[config.mk]
export PLATFORM = sky130hd
export DESIGN_NAME = oflow_iou_top
export DESIGN_NICKNAME = d
export VERILOG_FILES = /design/src/source/oflow_geom_pkg.sv /design/src/source/oflow_track_pkg.sv /design/src/source/oflow_pair_if.sv /design/src/source/oflow_score_if.sv /design/src/source/oflow_calc_iou.sv /design/src/source/oflow_iou_top.sv /design/src/source/oflow_match_select.sv /design/src/source/oflow_pair_fifo.sv /design/src/source/oflow_pair_gen.sv
export SDC_FILE = /design/constraint.sdc
export NUM_CORES = 2
export LEC_CHECK = 0
export ABC_AREA = 1
export BUFFER_PORTS_ARGS = -buffer_cell sky130_fd_sc_hd__buf_2
export CORE_ASPECT_RATIO = 0.8
export CORE_MARGIN = 10
export CORE_UTILIZATION = 62
export DETAILED_ROUTE_END_ITERATION = 7
export HOLD_SLACK_MARGIN = 0.05
export PLACE_DENSITY = 0.79
export RECOVER_POWER = 100
export SLEW_MARGIN = 20
export SYNTH_ARGS = -nofsm -noshare
export SYNTH_HDL_FRONTEND = slang
export SYNTH_SLANG_ARGS = --single-unit
[constraint.sdc]
create_clock -name clk -period 10.44 [get_ports clk]
set_clock_uncertainty 0.05 [all_clocks]
set_input_delay 1.566 -clock clk [delete_from_list [all_inputs] [get_ports clk]]
set_output_delay 1.566 -clock clk [all_outputs]
set_load 0.1 [all_outputs]
[src/source/oflow_geom_pkg.sv]
// box geometry and fixed-point formats shared by the IoU matching stage
// import wherever boxes, areas or IoU values are handled
`default_nettype none

package oflow_geom_pkg;

   // --------------------------------------------------------------------------
   // coordinates and boxes
   // --------------------------------------------------------------------------
   localparam int COORD_W = 11;

   // top-left corner sits in the upper bits
   typedef struct packed {
      logic [COORD_W-1:0] x_tl;
      logic [COORD_W-1:0] y_tl;
      logic [COORD_W-1:0] x_br;
      logic [COORD_W-1:0] y_br;
   } bbox_t;

   // --------------------------------------------------------------------------
   // areas and IoU
   // --------------------------------------------------------------------------
   // product of two spans
   localparam int AREA_W = 2 * COORD_W;

   // IoU scaled by 1024
   localparam int IOU_FRAC_BITS = 10;
   // one integer bit so that full overlap fits
   localparam int IOU_W = IOU_FRAC_BITS + 1;

endpackage

`default_nettype wire

[src/source/oflow_track_pkg.sv]
// history table sizing and the pair record moved between tracker blocks
// import in blocks that index the history or carry pairs
`default_nettype none

package oflow_track_pkg;

   // --------------------------------------------------------------------------
   // history table
   // --------------------------------------------------------------------------
   localparam int HIST_DEPTH = 8;
   localparam int HIST_IDX_W = $clog2(HIST_DEPTH);

   // pairs waiting for the calculator
   localparam int FIFO_DEPTH = 4;

   // --------------------------------------------------------------------------
   // pair record
   // --------------------------------------------------------------------------
   // one frame box against one history box
   typedef struct packed {
      oflow_geom_pkg::bbox_t  frame_box;
      oflow_geom_pkg::bbox_t  hist_box;
      logic [HIST_IDX_W-1:0]  idx;
      // final pair of the frame
      logic                   last;
   } pair_t;

endpackage

`default_nettype wire

[src/source/oflow_pair_if.sv]
// pair path from the generator through the FIFO into the IoU calculator
// plain push/pop strobes with full and empty levels
`timescale 1ns/1ps
`default_nettype none

interface oflow_pair_if;
   import oflow_track_pkg::*;

   // write side
   logic  push;
   pair_t wr_data;
   logic  full;

   // read side, head valid while empty is low
   logic  pop;
   pair_t rd_data;
   logic  empty;

   modport gen  (output push, output wr_data, input full);
   modport fifo (input push, input wr_data, output full,
                 input pop, output rd_data, output empty);
   modport calc (output pop, input rd_data, input empty);

endinterface

`default_nettype wire

[src/source/oflow_score_if.sv]
// per-pair IoU results from the calculator to the best-match selector
`timescale 1ns/1ps
`default_nettype none

interface oflow_score_if;
   import oflow_geom_pkg::*;
   import oflow_track_pkg::*;

   // one-cycle pulse, rest valid with it
   logic                  iou_valid;
   logic [IOU_W-1:0]      iou;
   logic [HIST_IDX_W-1:0] idx;
   logic                  last;

   modport calc (output iou_valid, output iou, output idx, output last);
   modport sel  (input iou_valid, input iou, input idx, input last);

endinterface

`default_nettype wire

[src/source/oflow_calc_iou.sv]
// IoU of one frame/history pair as intersection*1024/union, rounded down
// pops a pair when idle, result pulses 13 cycles after the pop
`timescale 1ns/1ps
`default_nettype none

module oflow_calc_iou (
   input  wire logic   clk,
   input  wire logic   reset_N,
   oflow_pair_if.calc  pair,
   oflow_score_if.calc score
);
   import oflow_geom_pkg::*;
   import oflow_track_pkg::*;

   typedef enum logic [1:0] {idle_st, coord_st, inter_st, div_st} state_t;

   state_t                state;
   bbox_t                 box_k;
   bbox_t                 box_h;
   logic [COORD_W-1:0]    x_tl_q;
   logic [COORD_W-1:0]    y_tl_q;
   logic [COORD_W-1:0]    x_br_q;
   logic [COORD_W-1:0]    y_br_q;
   logic [AREA_W-1:0]     area_k_q;
   logic [AREA_W-1:0]     area_h_q;
   logic [AREA_W-1:0]     inter_c;
   // union up to twice one area
   logic [AREA_W:0]       union_q;
   logic [AREA_W+1:0]     rem_q;
   logic [AREA_W+1:0]     rem_sub;
   logic                  rem_ge;
   logic [IOU_W-1:0]      quot_q;
   logic [3:0]            step_cnt;
   logic                  step_en;
   logic [HIST_IDX_W-1:0] idx_q;
   logic                  last_q;

   // zero when the edges cross or touch
   function automatic logic [COORD_W-1:0] span(input logic [COORD_W-1:0] lo,
                                                input logic [COORD_W-1:0] hi);
      return (hi > lo) ? hi - lo : '0;
   endfunction

   function automatic logic [AREA_W-1:0] area(input bbox_t b);
      return AREA_W'(span(b.x_tl, b.x_br)) * AREA_W'(span(b.y_tl, b.y_br));
   endfunction

   // --------------------------------------------------------------------------
   // corners and areas, latched on pop
   // --------------------------------------------------------------------------
   assign box_k    = pair.rd_data.frame_box;
   assign box_h    = pair.rd_data.hist_box;
   assign pair.pop = (state == idle_st) && !pair.empty;

   always_ff @(posedge clk) begin
      if (pair.pop) begin
         // larger top-left, smaller bottom-right
         x_tl_q   <= (box_k.x_tl > box_h.x_tl) ? box_k.x_tl : box_h.x_tl;
         y_tl_q   <= (box_k.y_tl > box_h.y_tl) ? box_k.y_tl : box_h.y_tl;
         x_br_q   <= (box_k.x_br < box_h.x_br) ? box_k.x_br : box_h.x_br;
         y_br_q   <= (box_k.y_br < box_h.y_br) ? box_k.y_br : box_h.y_br;
         area_k_q <= area(box_k);
         area_h_q <= area(box_h);
         idx_q    <= pair.rd_data.idx;
         last_q   <= pair.rd_data.last;
      end
   end

   assign inter_c = AREA_W'(span(x_tl_q, x_br_q)) * AREA_W'(span(y_tl_q, y_br_q));

   // --------------------------------------------------------------------------
   // restoring divider, one quotient bit per step, msb first
   // --------------------------------------------------------------------------
   // intersection never exceeds union so 11 steps cover 0..1024
   // zero union forces every bit low
   assign rem_ge  = (union_q != '0) && (rem_q >= {1'b0, union_q});
   assign rem_sub = rem_ge ? rem_q - {1'b0, union_q} : rem_q;
   assign step_en = (state == inter_st) || ((state == div_st) && (step_cnt != 4'(IOU_W)));

   always_ff @(posedge clk) begin
      if (state == coord_st) begin
         union_q <= {1'b0, area_k_q} + {1'b0, area_h_q} - {1'b0, inter_c};
         rem_q   <= {2'b00, inter_c};
         quot_q  <= '0;
      end else if (step_en) begin
         rem_q  <= {rem_sub[AREA_W:0], 1'b0};
         quot_q <= {quot_q[IOU_W-2:0], rem_ge};
      end
   end

   // --------------------------------------------------------------------------
   // FSM and step counter
   // --------------------------------------------------------------------------
   always_ff @(posedge clk or posedge reset_N) begin
      if (reset_N) begin
         state    <= idle_st;
         step_cnt <= '0;
      end else begin
         if (state == coord_st) begin
            step_cnt <= '0;
         end else if (step_en) begin
            step_cnt <= step_cnt + 1'b1;
         end
         case (state)
            idle_st:  state <= pair.pop ? coord_st : idle_st;
            coord_st: state <= inter_st;
            inter_st: state <= div_st;
            // result cycle after the last step, then back to idle
            default:  state <= (step_cnt == 4'(IOU_W)) ? idle_st : div_st;
         endcase
      end
   end

   assign score.iou_valid = (state == div_st) && (step_cnt == 4'(IOU_W));
   assign score.iou       = quot_q;
   assign score.idx       = idx_q;
   assign score.last      = last_q;

endmodule

`default_nettype wire

[src/source/oflow_iou_top.sv]
// top of the matching stage with plain ports
// generator feeds the FIFO, calculator drains it, selector picks the frame match
`timescale 1ns/1ps
`default_nettype none

module oflow_iou_top (
   input  wire logic                                   clk,
   input  wire logic                                   reset_N,
   // history write
   input  wire logic                                   hist_wr,
   input  wire logic [oflow_track_pkg::HIST_IDX_W-1:0] hist_idx,
   input  wire oflow_geom_pkg::bbox_t                  hist_bbox,
   // frame request
   input  wire logic                                   frame_start,
   input  wire oflow_geom_pkg::bbox_t                  frame_bbox,
   output logic                                        frame_busy,
   // per-pair result
   output logic                                        iou_valid,
   output logic [oflow_geom_pkg::IOU_W-1:0]            iou,
   output logic [oflow_track_pkg::HIST_IDX_W-1:0]      iou_idx,
   // frame result
   output logic                                        match_valid,
   output logic [oflow_track_pkg::HIST_IDX_W-1:0]      match_idx,
   output logic [oflow_geom_pkg::IOU_W-1:0]            match_iou
);

   oflow_pair_if  pair_bus ();
   oflow_score_if score_bus ();

   oflow_pair_gen i_pair_gen (
      .clk         (clk),
      .reset_N     (reset_N),
      .hist_wr     (hist_wr),
      .hist_idx    (hist_idx),
      .hist_bbox   (hist_bbox),
      .frame_start (frame_start),
      .frame_bbox  (frame_bbox),
      .frame_busy  (frame_busy),
      .pair        (pair_bus.gen)
   );

   oflow_pair_fifo i_pair_fifo (
      .clk     (clk),
      .reset_N (reset_N),
      .port    (pair_bus.fifo)
   );

   oflow_calc_iou i_calc_iou (
      .clk     (clk),
      .reset_N (reset_N),
      .pair    (pair_bus.calc),
      .score   (score_bus.calc)
   );

   oflow_match_select i_match_select (
      .clk         (clk),
      .reset_N     (reset_N),
      .score       (score_bus.sel),
      .match_valid (match_valid),
      .match_idx   (match_idx),
      .match_iou   (match_iou)
   );

   // per-pair results straight off the score bus
   assign iou_valid = score_bus.iou_valid;
   assign iou       = score_bus.iou;
   assign iou_idx   = score_bus.idx;

endmodule

`default_nettype wire

[src/source/oflow_match_select.sv]
// best-match selector over one frame's per-pair IoU results
// strictly greater wins, so ties stay with the lower history index
`timescale 1ns/1ps
`default_nettype none

module oflow_match_select (
   input  wire logic                                   clk,
   input  wire logic                                   reset_N,
   oflow_score_if.sel                                  score,
   output logic                                        match_valid,
   output logic [oflow_track_pkg::HIST_IDX_W-1:0]      match_idx,
   output logic [oflow_geom_pkg::IOU_W-1:0]            match_iou
);
   import oflow_geom_pkg::*;
   import oflow_track_pkg::*;

   logic                  have_best;
   logic [IOU_W-1:0]      best_iou;
   logic [HIST_IDX_W-1:0] best_idx;
   logic                  take;
   logic [IOU_W-1:0]      win_iou;
   logic [HIST_IDX_W-1:0] win_idx;

   // first pair of a frame always taken
   assign take    = !have_best || (score.iou > best_iou);
   assign win_iou = take ? score.iou : best_iou;
   assign win_idx = take ? score.idx : best_idx;

   always_ff @(posedge clk or posedge reset_N) begin
      if (reset_N) begin
         have_best   <= 1'b0;
         match_valid <= 1'b0;
      end else begin
         match_valid <= score.iou_valid && score.last;
         // last pair closes the frame and drops the running best
         if (score.iou_valid) begin
            have_best <= !score.last;
         end
      end
   end

   always_ff @(posedge clk) begin
      if (score.iou_valid) begin
         best_iou <= win_iou;
         best_idx <= win_idx;
         if (score.last) begin
            match_iou <= win_iou;
            match_idx <= win_idx;
         end
      end
   end

endmodule

`default_nettype wire

[src/source/oflow_pair_fifo.sv]
// small synchronous FIFO holding pairs between generator and calculator
// head is visible on rd_data while empty is low
`timescale 1ns/1ps
`default_nettype none

module oflow_pair_fifo #(
   parameter int DEPTH = oflow_track_pkg::FIFO_DEPTH
) (
   input  wire logic  clk,
   input  wire logic  reset_N,
   oflow_pair_if.fifo port
);
   import oflow_track_pkg::*;

   // pointer and occupancy widths follow DEPTH
   localparam int PTR_W = (DEPTH > 1) ? $clog2(DEPTH) : 1;
   localparam int CNT_W = $clog2(DEPTH + 1);

   pair_t            mem [DEPTH];
   logic [PTR_W-1:0] wr_ptr;
   logic [PTR_W-1:0] rd_ptr;
   logic [CNT_W-1:0] count;
   logic             do_wr;
   logic             do_rd;

   // circular wrap for any depth
   function automatic logic [PTR_W-1:0] ptr_inc(input logic [PTR_W-1:0] ptr);
      return (ptr == PTR_W'(DEPTH - 1)) ? '0 : ptr + 1'b1;
   endfunction

   assign do_wr        = port.push && !port.full;
   assign do_rd        = port.pop && !port.empty;
   assign port.full    = (count == CNT_W'(DEPTH));
   assign port.empty   = (count == '0);
   assign port.rd_data = mem[rd_ptr];

   always_ff @(posedge clk) begin
      if (do_wr) begin
         mem[wr_ptr] <= port.wr_data;
      end
   end

   always_ff @(posedge clk or posedge reset_N) begin
      if (reset_N) begin
         wr_ptr <= '0;
         rd_ptr <= '0;
         count  <= '0;
      end else begin
         if (do_wr) begin
            wr_ptr <= ptr_inc(wr_ptr);
         end
         if (do_rd) begin
            rd_ptr <= ptr_inc(rd_ptr);
         end
         // simultaneous push and pop leaves the count alone
         case ({do_wr, do_rd})
            2'b10:   count <= count + 1'b1;
            2'b01:   count <= count - 1'b1;
            default: count <= count;
         endcase
      end
   end

endmodule

`default_nettype wire

[src/source/oflow_pair_gen.sv]
// history table plus the walker that pairs a new frame box with every valid entry
// one entry visited per cycle, stalls on a full pair FIFO
`timescale 1ns/1ps
`default_nettype none

module oflow_pair_gen (
   input  wire logic                                   clk,
   input  wire logic                                   reset_N,
   input  wire logic                                   hist_wr,
   input  wire logic [oflow_track_pkg::HIST_IDX_W-1:0] hist_idx,
   input  wire oflow_geom_pkg::bbox_t                  hist_bbox,
   input  wire logic                                   frame_start,
   input  wire oflow_geom_pkg::bbox_t                  frame_bbox,
   output logic                                        frame_busy,
   oflow_pair_if.gen                                   pair
);
   import oflow_geom_pkg::*;
   import oflow_track_pkg::*;

   bbox_t                 hist_mem [HIST_DEPTH];
   logic [HIST_DEPTH-1:0] hist_vld;
   logic [HIST_DEPTH-1:0] vld_next;
   bbox_t                 frame_box_q;
   logic [HIST_IDX_W-1:0] walk_idx;
   logic [HIST_IDX_W-1:0] last_idx;
   logic [HIST_IDX_W-1:0] top_idx;
   logic                  hist_wr_ok;
   logic                  frame_go;
   logic                  cur_vld;
   logic                  advance;

   // --------------------------------------------------------------------------
   // history table
   // --------------------------------------------------------------------------
   // table frozen during a walk
   assign hist_wr_ok = hist_wr && !frame_busy;

   always_comb begin
      vld_next = hist_vld;
      if (hist_wr_ok) begin
         vld_next[hist_idx] = 1'b1;
      end
   end

   // highest valid entry gets the last flag
   always_comb begin
      top_idx = '0;
      for (int i = 0; i < HIST_DEPTH; i++) begin
         if (vld_next[i]) begin
            top_idx = HIST_IDX_W'(i);
         end
      end
   end

   always_ff @(posedge clk) begin
      if (hist_wr_ok) begin
         hist_mem[hist_idx] <= hist_bbox;
      end
      if (frame_go) begin
         frame_box_q <= frame_bbox;
      end
   end

   // --------------------------------------------------------------------------
   // walker
   // --------------------------------------------------------------------------
   // start only when idle and something to compare against
   assign frame_go = frame_start && !frame_busy && (|vld_next);
   assign cur_vld  = hist_vld[walk_idx];
   // invalid entries pass in one cycle, valid ones wait for room
   assign advance  = !cur_vld || !pair.full;

   always_ff @(posedge clk or posedge reset_N) begin
      if (reset_N) begin
         hist_vld   <= '0;
         frame_busy <= 1'b0;
         walk_idx   <= '0;
         last_idx   <= '0;
      end else begin
         hist_vld <= vld_next;
         if (frame_go) begin
            frame_busy <= 1'b1;
            walk_idx   <= '0;
            last_idx   <= top_idx;
         end else if (frame_busy && advance) begin
            walk_idx <= walk_idx + 1'b1;
            if (walk_idx == HIST_IDX_W'(HIST_DEPTH - 1)) begin
               frame_busy <= 1'b0;
            end
         end
      end
   end

   assign pair.push              = frame_busy && cur_vld && !pair.full;
   assign pair.wr_data.frame_box = frame_box_q;
   assign pair.wr_data.hist_box  = hist_mem[walk_idx];
   assign pair.wr_data.idx       = walk_idx;
   assign pair.wr_data.last      = (walk_idx == last_idx);

endmodule

`default_nettype wire

=== Word level (Yosys, flattened, before mapping) ===
Memory sizes are Yosys's and may differ from the RTL's.
Cells that the tools add are included.
Widths: inputs -> output; s select.

* Output and inout bits: 31
* Bits of input ports: 95
* Memories: 2
* Bits in writable memories: 720
* Register bits: 252
* Word-level logic and storage cells: 156

* Equality and inequality tests: 12
* Order comparisons: 15
* Multipliers: 3
* Reductions and logical operators: 33
* Add/sub/neg operators: 15
* Muxes and demuxes: 44
* Bitwise operators: 1

{| class="wikitable"
|+ Memories
! name !! words !! width !! read ports !! clocked after Yosys merged registers in !! wr ports !! RTL line !! text
|-
| i_pair_fifo.mem || 4 || 92 || 1 || 0 || 1 || oflow_pair_fifo.sv:19 || <nowiki>pair_t mem [DEPTH];</nowiki>
|-
| i_pair_gen.hist_mem || 8 || 44 || 1 || 0 || 1 || oflow_pair_gen.sv:20 || <nowiki>bbox_t hist_mem [HIST_DEPTH];</nowiki>
|}

{| class="wikitable"
|+ Operator list
! kind !! count
|-
| $mux 11 || 11
|-
| $gt 11x11->1 || 9
|-
| $mul 11x11->22 || 3
|-
| $sub 11x11->11 || 6
|-
| $mux 22 || 2
|-
| $ge 24x23->1 || 1
|-
| $add 22x22->23 || 1
|-
| $mux 23 || 1
|-
| $reduce_bool 23->1 || 1
|-
| $sub 23x22->23 || 1
|-
| $sub 23x23->23 || 1
|-
| $lt 11x11->1 || 2
|-
| $mux 3 || 7
|-
| $logic_and 1x1->1 || 14
|-
| $mux 1 || 11
|-
| $eq 2x2->1 const B || 5
|-
| $mux 2 || 5
|-
| $lt 3x4->1 const B || 2
|-
| $mux 4 || 2
|-
| $mux 8 || 1
|-
| $or 8x8->8 || 1
|-
| $reduce_bool 2->1 || 4
|-
| $reduce_or 8->1 || 1
|-
| $add 3x1->3 const B || 2
|-
| 18 further kinds || 29
|}

=== Depth between registers and ports, before layout ===
* Depth in word-level cells: 13
* Depth in mapped cells: 44
* Mapped depth without buffers: 44

=== Hierarchy ===
A second synthesis with hierarchy kept.

* Cells, all modules: 5902
* Area total of the unflattened synthesis: 58859.0 um2

{| class="wikitable"
|+ By module, submodules not included
! module !! instances !! cells an instance !! area an instance (um2) !! seq. area each (um2)
|-
| oflow_calc_iou || 1 || 3478 || 26481.6 || 4524.3
|-
| oflow_pair_gen || 1 || 1151 || 15733.8 || 12266.8
|-
| oflow_pair_fifo || 1 || 1135 || 15179.6 || 11225.8
|-
| oflow_match_select || 1 || 138 || 1463.9 || 890.9
|}

=== Worst setup path after synthesis ===
Ideal clock, no wire load.

* Path kind: reg-to-reg
* From: register i_calc_iou.x_br_q[0]
* To: register i_calc_iou.union_q[22], data pin
* Period minus slack after synthesis: 7640 ps
* Arrival: 7332 ps
* Path buffers: 0
* Setup time: 258 ps
* Setup slack: 2800 ps
* Cell stages (with the launch flop): 40
* Cell sequence: edfxtp_1 > inv_1 > ha_1 > inv_1 > fa_1 > nand2_1 > nand2_1 > a21oi_1 > o21ai_0 > or2_2 > nand2_1 > nor2_8 > inv_2 > nor2_1 > fa_1 > fa_1 > inv_1 > fa_1 > (+4 left out) > nand2_1 > nor2_1 > nand4_1 > o211ai_1 > nand2_1 > nand2_1 > nand2_1 > and2_1 > fa_1 > inv_1 > ha_1 > nand2_1 > inv_1 > nand2_1 > nor4_1 > nand3_1 > nand3_1 > xor2_1

* Word-level cells in the longest chain between the ends: 4
* Elaborated cells on any way between the ends: 5
* Those cells by class: add/sub (2); mul (1); order compare (1); mux (1)

{| class="wikitable"
|+ RTL lines
! what !! RTL line !! text
|-
| from (decl) || oflow_calc_iou.sv:22 || <nowiki>logic [COORD_W-1:0] x_br_q;</nowiki>
|-
| from (signal assigned) || oflow_calc_iou.sv:60 || <nowiki>x_br_q <= (box_k.x_br < box_h.x_br) ? box_k.x_br : box_h.x_br;</nowiki>
|-
| $sub 11x11->11 or $gt 11x11->1 (tied branches) || oflow_calc_iou.sv:41 || <nowiki>return (hi > lo) ? hi - lo : '0;</nowiki>
|-
| $mux 11 * || oflow_calc_iou.sv:41 ||
|-
| $mul 11x11->22 * || oflow_calc_iou.sv:69 || <nowiki>assign inter_c = AREA_W'(span(x_tl_q, x_br_q)) * AREA_W'(span(y_tl_q, y_br_q));</nowiki>
|-
| $sub 23x22->23 * || oflow_calc_iou.sv:82 || <nowiki>union_q <= {1'b0, area_k_q} + {1'b0, area_h_q} - {1'b0, inter_c};</nowiki>
|-
| to (signal assigned) || oflow_calc_iou.sv:82 ||
|-
| to (decl) || oflow_calc_iou.sv:28 || <nowiki>logic [AREA_W:0] union_q;</nowiki>
|}

Mark *: on every way between the ends. The rest lies on a longest branch, timed or not.
A chain may end at the register's enable or synchronous reset.

=== Worst setup path after layout ===
* From: register i_pair_fifo.rd_ptr[0]
* To: register i_calc_iou.area_k_q[19], data pin

* Word-level cells in the longest chain between the ends: 4
* Elaborated cells on any way between the ends: 8
* Those cells by class: add/sub (2); mul (1); order compare (2); mux (2); memory (1)

{| class="wikitable"
|+ RTL lines
! what !! RTL line !! text
|-
| from (decl) || oflow_pair_fifo.sv:21 || <nowiki>logic [PTR_W-1:0] rd_ptr;</nowiki>
|-
| from (signal assigned) || oflow_pair_fifo.sv:53 || <nowiki>rd_ptr <= ptr_inc(rd_ptr);</nowiki>
|-
| $mem_v2 4x92 * || n/a ||
|-
| $sub 11x11->11 or $gt 11x11->1 (tied branches) || oflow_calc_iou.sv:41 ||
|-
| $mux 11 || oflow_calc_iou.sv:41 ||
|-
| $mul 11x11->22 * || oflow_calc_iou.sv:45 || <nowiki>return AREA_W'(span(b.x_tl, b.x_br)) * AREA_W'(span(b.y_tl, b.y_br));</nowiki>
|-
| to (signal assigned) || oflow_calc_iou.sv:62 || <nowiki>area_k_q <= area(box_k);</nowiki>
|-
| to (decl) || oflow_calc_iou.sv:24 || <nowiki>logic [AREA_W-1:0] area_k_q;</nowiki>
|}

Marks and branches as above.

==> metrics.md <==
| Metric | Value |
|---|---|
| Status | finished, violations left |
| Violations in the final reports | capacitance limit, slew limit |
| Leading cell types in the layout, fill and taps excluded | nand2_1 (1014), edfxtp_1 (929), inv_1 (763) |
| Worst setup path end | i_calc_iou.area_k_q[19]$_DFFE_PP_ |
| Met2 track demand over resource in global routing | 39.9% |
| Root buf cell | clkbuf_16 |
| Type of the worst setup path | reg2reg |
| Post-synthesis mux area share | 0% |
| Total via count after detailed routing | 40300 |
| IO Pins | 126 |
| Number of different library cells in the post-synthesis netlist | 64 |
| Share of the yosys chip area belonging to registers | 50.6% |
| FF-to-FF End | i_calc_iou.area_k_q[19]$_DFFE_PP_ |
| Synth-to-layout area growth | 8.24% |
| CP Capture Type | flop |
| Max_slew headroom | -162% |
| Chip height | 291 um |
| Max frequency | 109 MHz |
| TNS Setup | 0 ps |
| Post-CTS setup buffer count | 0 |
| First-pass DRT Iterations | 7 |
| Initial antenna violation count | 0 |
| Final setup violation count | 0 |
| Post-Synthesis Mean Instance Area | 10.2 um2 |
| Number of buffers on the longest clock path | 3 |
| Crit path launch type | flop |
| Dpl hpwl | 96400 um |
| Most common library cell in the layout ignoring fill and taps | nand2_1 |
| Compound-Gate Fraction of Synth Area | 8.58% |
| Time the final worst path needs with I/O delays and setup | 9170 ps |
| Fin crit share | 87.8% |
| Final hold violation count | 0 |
| WP data arrival | 9520 ps |
| Delay of the slowest cell on the worst path | 780 ps |
| Post_cts resized | 0 |
| Clock Sink Count | 972 |
| Flop2flop setup slack | 1270 ps |
| Flip-flop cell with the highest count after synthesis | edfxtp_1 |
| Ys Warns | 0 |
| Global-route wire length before repair | 215000 um |
| Ratio of routed vias to standard cells | 5.75 |
| Post-synthesis share of cell area spent on and, or, nand and nor gates | 15.1% |
| Port-buffer cells | 125 |
| Cts bufs inserted | 92 |
| Clk slew on worst S/H paths | 70 ps |
| Share of post-route cells with drive strength above 1 | 5.21% |
| Number of buffers inserted by hold repair at cts | 0 |
| Number of enable flip-flop cells after synthesis | 929 |
| Overall routing resource usage | 25.5% |
| Post-Synth Adder-Cell Area | 17.3% |
| WL final | 135000 um |
| Net total in the final layout | 6438 |
| Number of max-slew violations in the final report | 1133 |
| Post-synthesis share of cell area spent on xor and xnor gates | 1.90% |
| Average wire per cell in the routed design | 19.2 um |
| Busiest layer in global routing | met2 |
| Latest clock arrival within the worst-skew pair | 670 ps |
| Clock tree from TritonCTS | done |
| Hold WC Path Type | reg2reg |
| Transition at the pin with the smallest max-transition slack | 3930 ps |
| Crit path top cell by count | inv_1 |
| Number of global-route vias before repair | 39600 |
| Number of H-tree branching levels | 3 |
| Total Die Area | 0.105 mm2 |
| Initial standard-cell utilization of the core | 62.6% |
| Maximum fanout along the worst path | 116 |
| Required arrival time at the worst endpoint | 10790 ps |
| Depth of the most critical reg-to-reg path | 31 |
| Largest family of logic cells by synthesized area | adder cells |
| Placeable core region | 0.0913 mm2 |
| Largest net degree at the start of global routing | 117 |
| Gate Count Post-Synth | 5613 |
| Drt initial violations | 4537 |
| Flops & latches, synth | 972 |
| Gpl congestion | 0.978 |
| Total nets after synthesis | 6337 |
| Die Wd | 359 um |
| Async SR Flop Fraction | 3.09% |
| Max-cap violations | 24 |
| Drc violations | 0 |
| Met3 track demand over resource | 4.21% |
| Number of antenna-violating nets in the routed design | 0 |
| Rows | 99 |
| Area of the mapped netlist | 0.0571 mm2 |
| Grt ovf | 0 |
| Launching element of the worst setup path | i_pair_fifo.rd_ptr[0]$_DFFE_PP0P_ |
| Met1 capacity usage during global routing | 37.0% |
| Antenna Cells | 0 |
| Crit path max-delay cell type | dfrtp_4 |
| Unrepaired setup endpoints after global routing | false |
| Worst flop-to-flop path startpoint | i_pair_fifo.rd_ptr[0]$_DFFE_PP0P_ |
metal layers:
| layer | up-vias | part of all wire (%) |
|---|---|---|
| met5 | - | 0 |
| met4 | 0 | 2.3 |
| met3 | 207 | 8.6 |
| met2 | 1650 | 45 |
| met1 | 19400 | 44 |
| li1 | 19000 | - |
area by class of cell:
cell class | instances | area (um2)
Fill cell | 6744 | 29500
Sequential cell | 972 | 28900
Multi-Input combinational cell | 3693 | 24500
Inverter | 793 | 2990
Clock buffer | 121 | 2510
Tap cell | 1212 | 1520
Timing Repair Buffer | 162 | 748
Clock inverter | 51 | 581
how the worst min path moves through the flow:
| stage | to | cells past startpoint | slack [ps] | from |
|---|---|---|---|---|
| CTS | i_pair_fifo.mem[2][68]$_DFFE_PP_ | 0 | 450 | i_pair_gen.pair.wr_data[68]$_DFFE_PP_ |
| global placement | i_match_select.have_best$_DFFE_PP0P_ | 1 | 400 | i_calc_iou.score.last$_DFFE_PP_ |
| finish | i_match_select.have_best$_DFFE_PP0P_ | 1 | 450 | i_calc_iou.score.last$_DFFE_PP_ |
| global route | i_pair_fifo.mem[0][68]$_DFFE_PP_ | 0 | 470 | i_pair_gen.pair.wr_data[68]$_DFFE_PP_ |
| floorplan | i_match_select.have_best$_DFFE_PP0P_ | 1 | 390 | i_calc_iou.score.last$_DFFE_PP_ |
| detailed placement | i_pair_fifo.mem[0][61]$_DFFE_PP_ | 0 | 430 | i_pair_gen.pair.wr_data[61]$_DFFE_PP_ |
kinds of logic (layout without fill, tap and decap cells):
logic type / after synthesis / count (layout)
adders and majority gates: 629 / 629
buffers and inverters: 948 / 1127
xor gates and xnor gates: 124 / 124
and+or+nand+nor: 2094 / 2094
AOI/OAI and AO/OA: 846 / 846
DFF: 972 / 972
worst max-delay path: cells and delay by family, from the launching register on:
kind	cells	cell delay (ps)
adders and majority gates	7	3130
and+or+nand+nor	8	1220
AOI/OAI and AO/OA	6	1610
DFF	1	780
buffers and inverters	10	1960
cell usage after synthesis (5+ instances only):
| master | count | area (um2) |
|---|---|---|
| a21o_1 | 9 | 67.6 |
| a21oi_1 | 228 | 1140 |
| a31oi_1 | 53 | 332 |
| a32o_1 | 20 | 200 |
| a32oi_1 | 44 | 385 |
| buf_1 | 14 | 52.6 |
| buf_2 | 55 | 275 |
| clkbuf_1 | 78 | 293 |
| clkinv_1 | 5 | 18.8 |
| dfrtp_1 | 30 | 751 |
| dfxtp_1 | 13 | 260 |
| edfxtp_1 | 929 | 27900 |
| fa_1 | 270 | 5410 |
| ha_1 | 359 | 4490 |
| inv_1 | 759 | 2850 |
| inv_2 | 28 | 105 |
| nand2_1 | 1010 | 3790 |
| nand2_2 | 9 | 56.3 |
| nand2_4 | 6 | 67.6 |
| nand3_1 | 179 | 896 |
| nand3b_1 | 7 | 52.6 |
| nand4_1 | 37 | 231 |
| nor2_1 | 756 | 2840 |
| nor2_2 | 15 | 93.8 |
| nor2_4 | 14 | 158 |
| nor3_1 | 27 | 135 |
| nor4_1 | 8 | 50.1 |
| o211ai_1 | 5 | 37.5 |
| o211ai_2 | 5 | 62.6 |
| o21a_1 | 5 | 37.5 |
| o21ai_0 | 351 | 1760 |
| o21bai_1 | 23 | 173 |
| o22ai_1 | 80 | 500 |
| or2_2 | 9 | 56.3 |
| xnor2_1 | 48 | 420 |
| xor2_1 | 76 | 666 |
state kept, by name, indices dropped and copies added (netlist names), 3 cells and up:
| signal | cells |
|---|---|
| i_pair_fifo.count | 3 |
| i_calc_iou.x_br_q | 11 |
| i_pair_gen.hist_vld | 8 |
| i_match_select.best_idx | 3 |
| i_calc_iou.step_cnt | 4 |
| i_match_select.match_iou | 11 |
| i_match_select.best_iou | 11 |
| i_calc_iou.union_q | 23 |
| i_calc_iou.area_k_q | 22 |
| i_calc_iou.area_h_q | 22 |
| i_match_select.match_idx | 3 |
| i_pair_gen.hist_mem | 352 |
| i_pair_gen.walk_idx | 3 |
| i_pair_gen.pair.wr_data | 44 |
| i_calc_iou.score.iou | 11 |
| i_calc_iou.y_br_q | 11 |
| i_calc_iou.score.idx | 3 |
| i_pair_fifo.mem | 368 |
| i_calc_iou.y_tl_q | 11 |
| i_calc_iou.x_tl_q | 11 |
| i_calc_iou.rem_q | 24 |
| i_pair_gen.last_idx | 3 |
per-stage QoR:
stage          hold WS, ps  std cells  instance area (um2)  worst slack (ps)  utilization [%]
6_report               447       7004                61800              1270             67.7
5_1_grt                468       7004                61800               747             67.7
4_1_cts                446       7004                62100              1600             68.0
3_5_place_dp           431       6832                59000              1650             64.6
3_3_place_gp           398       6832                59000              1870             64.6
2_1_floorplan          388       5613                57100              2800                -
Power is left out: the tool's default activity adds up to more than one toggle a clock period on the data nets, which glitch-free logic cannot reach.
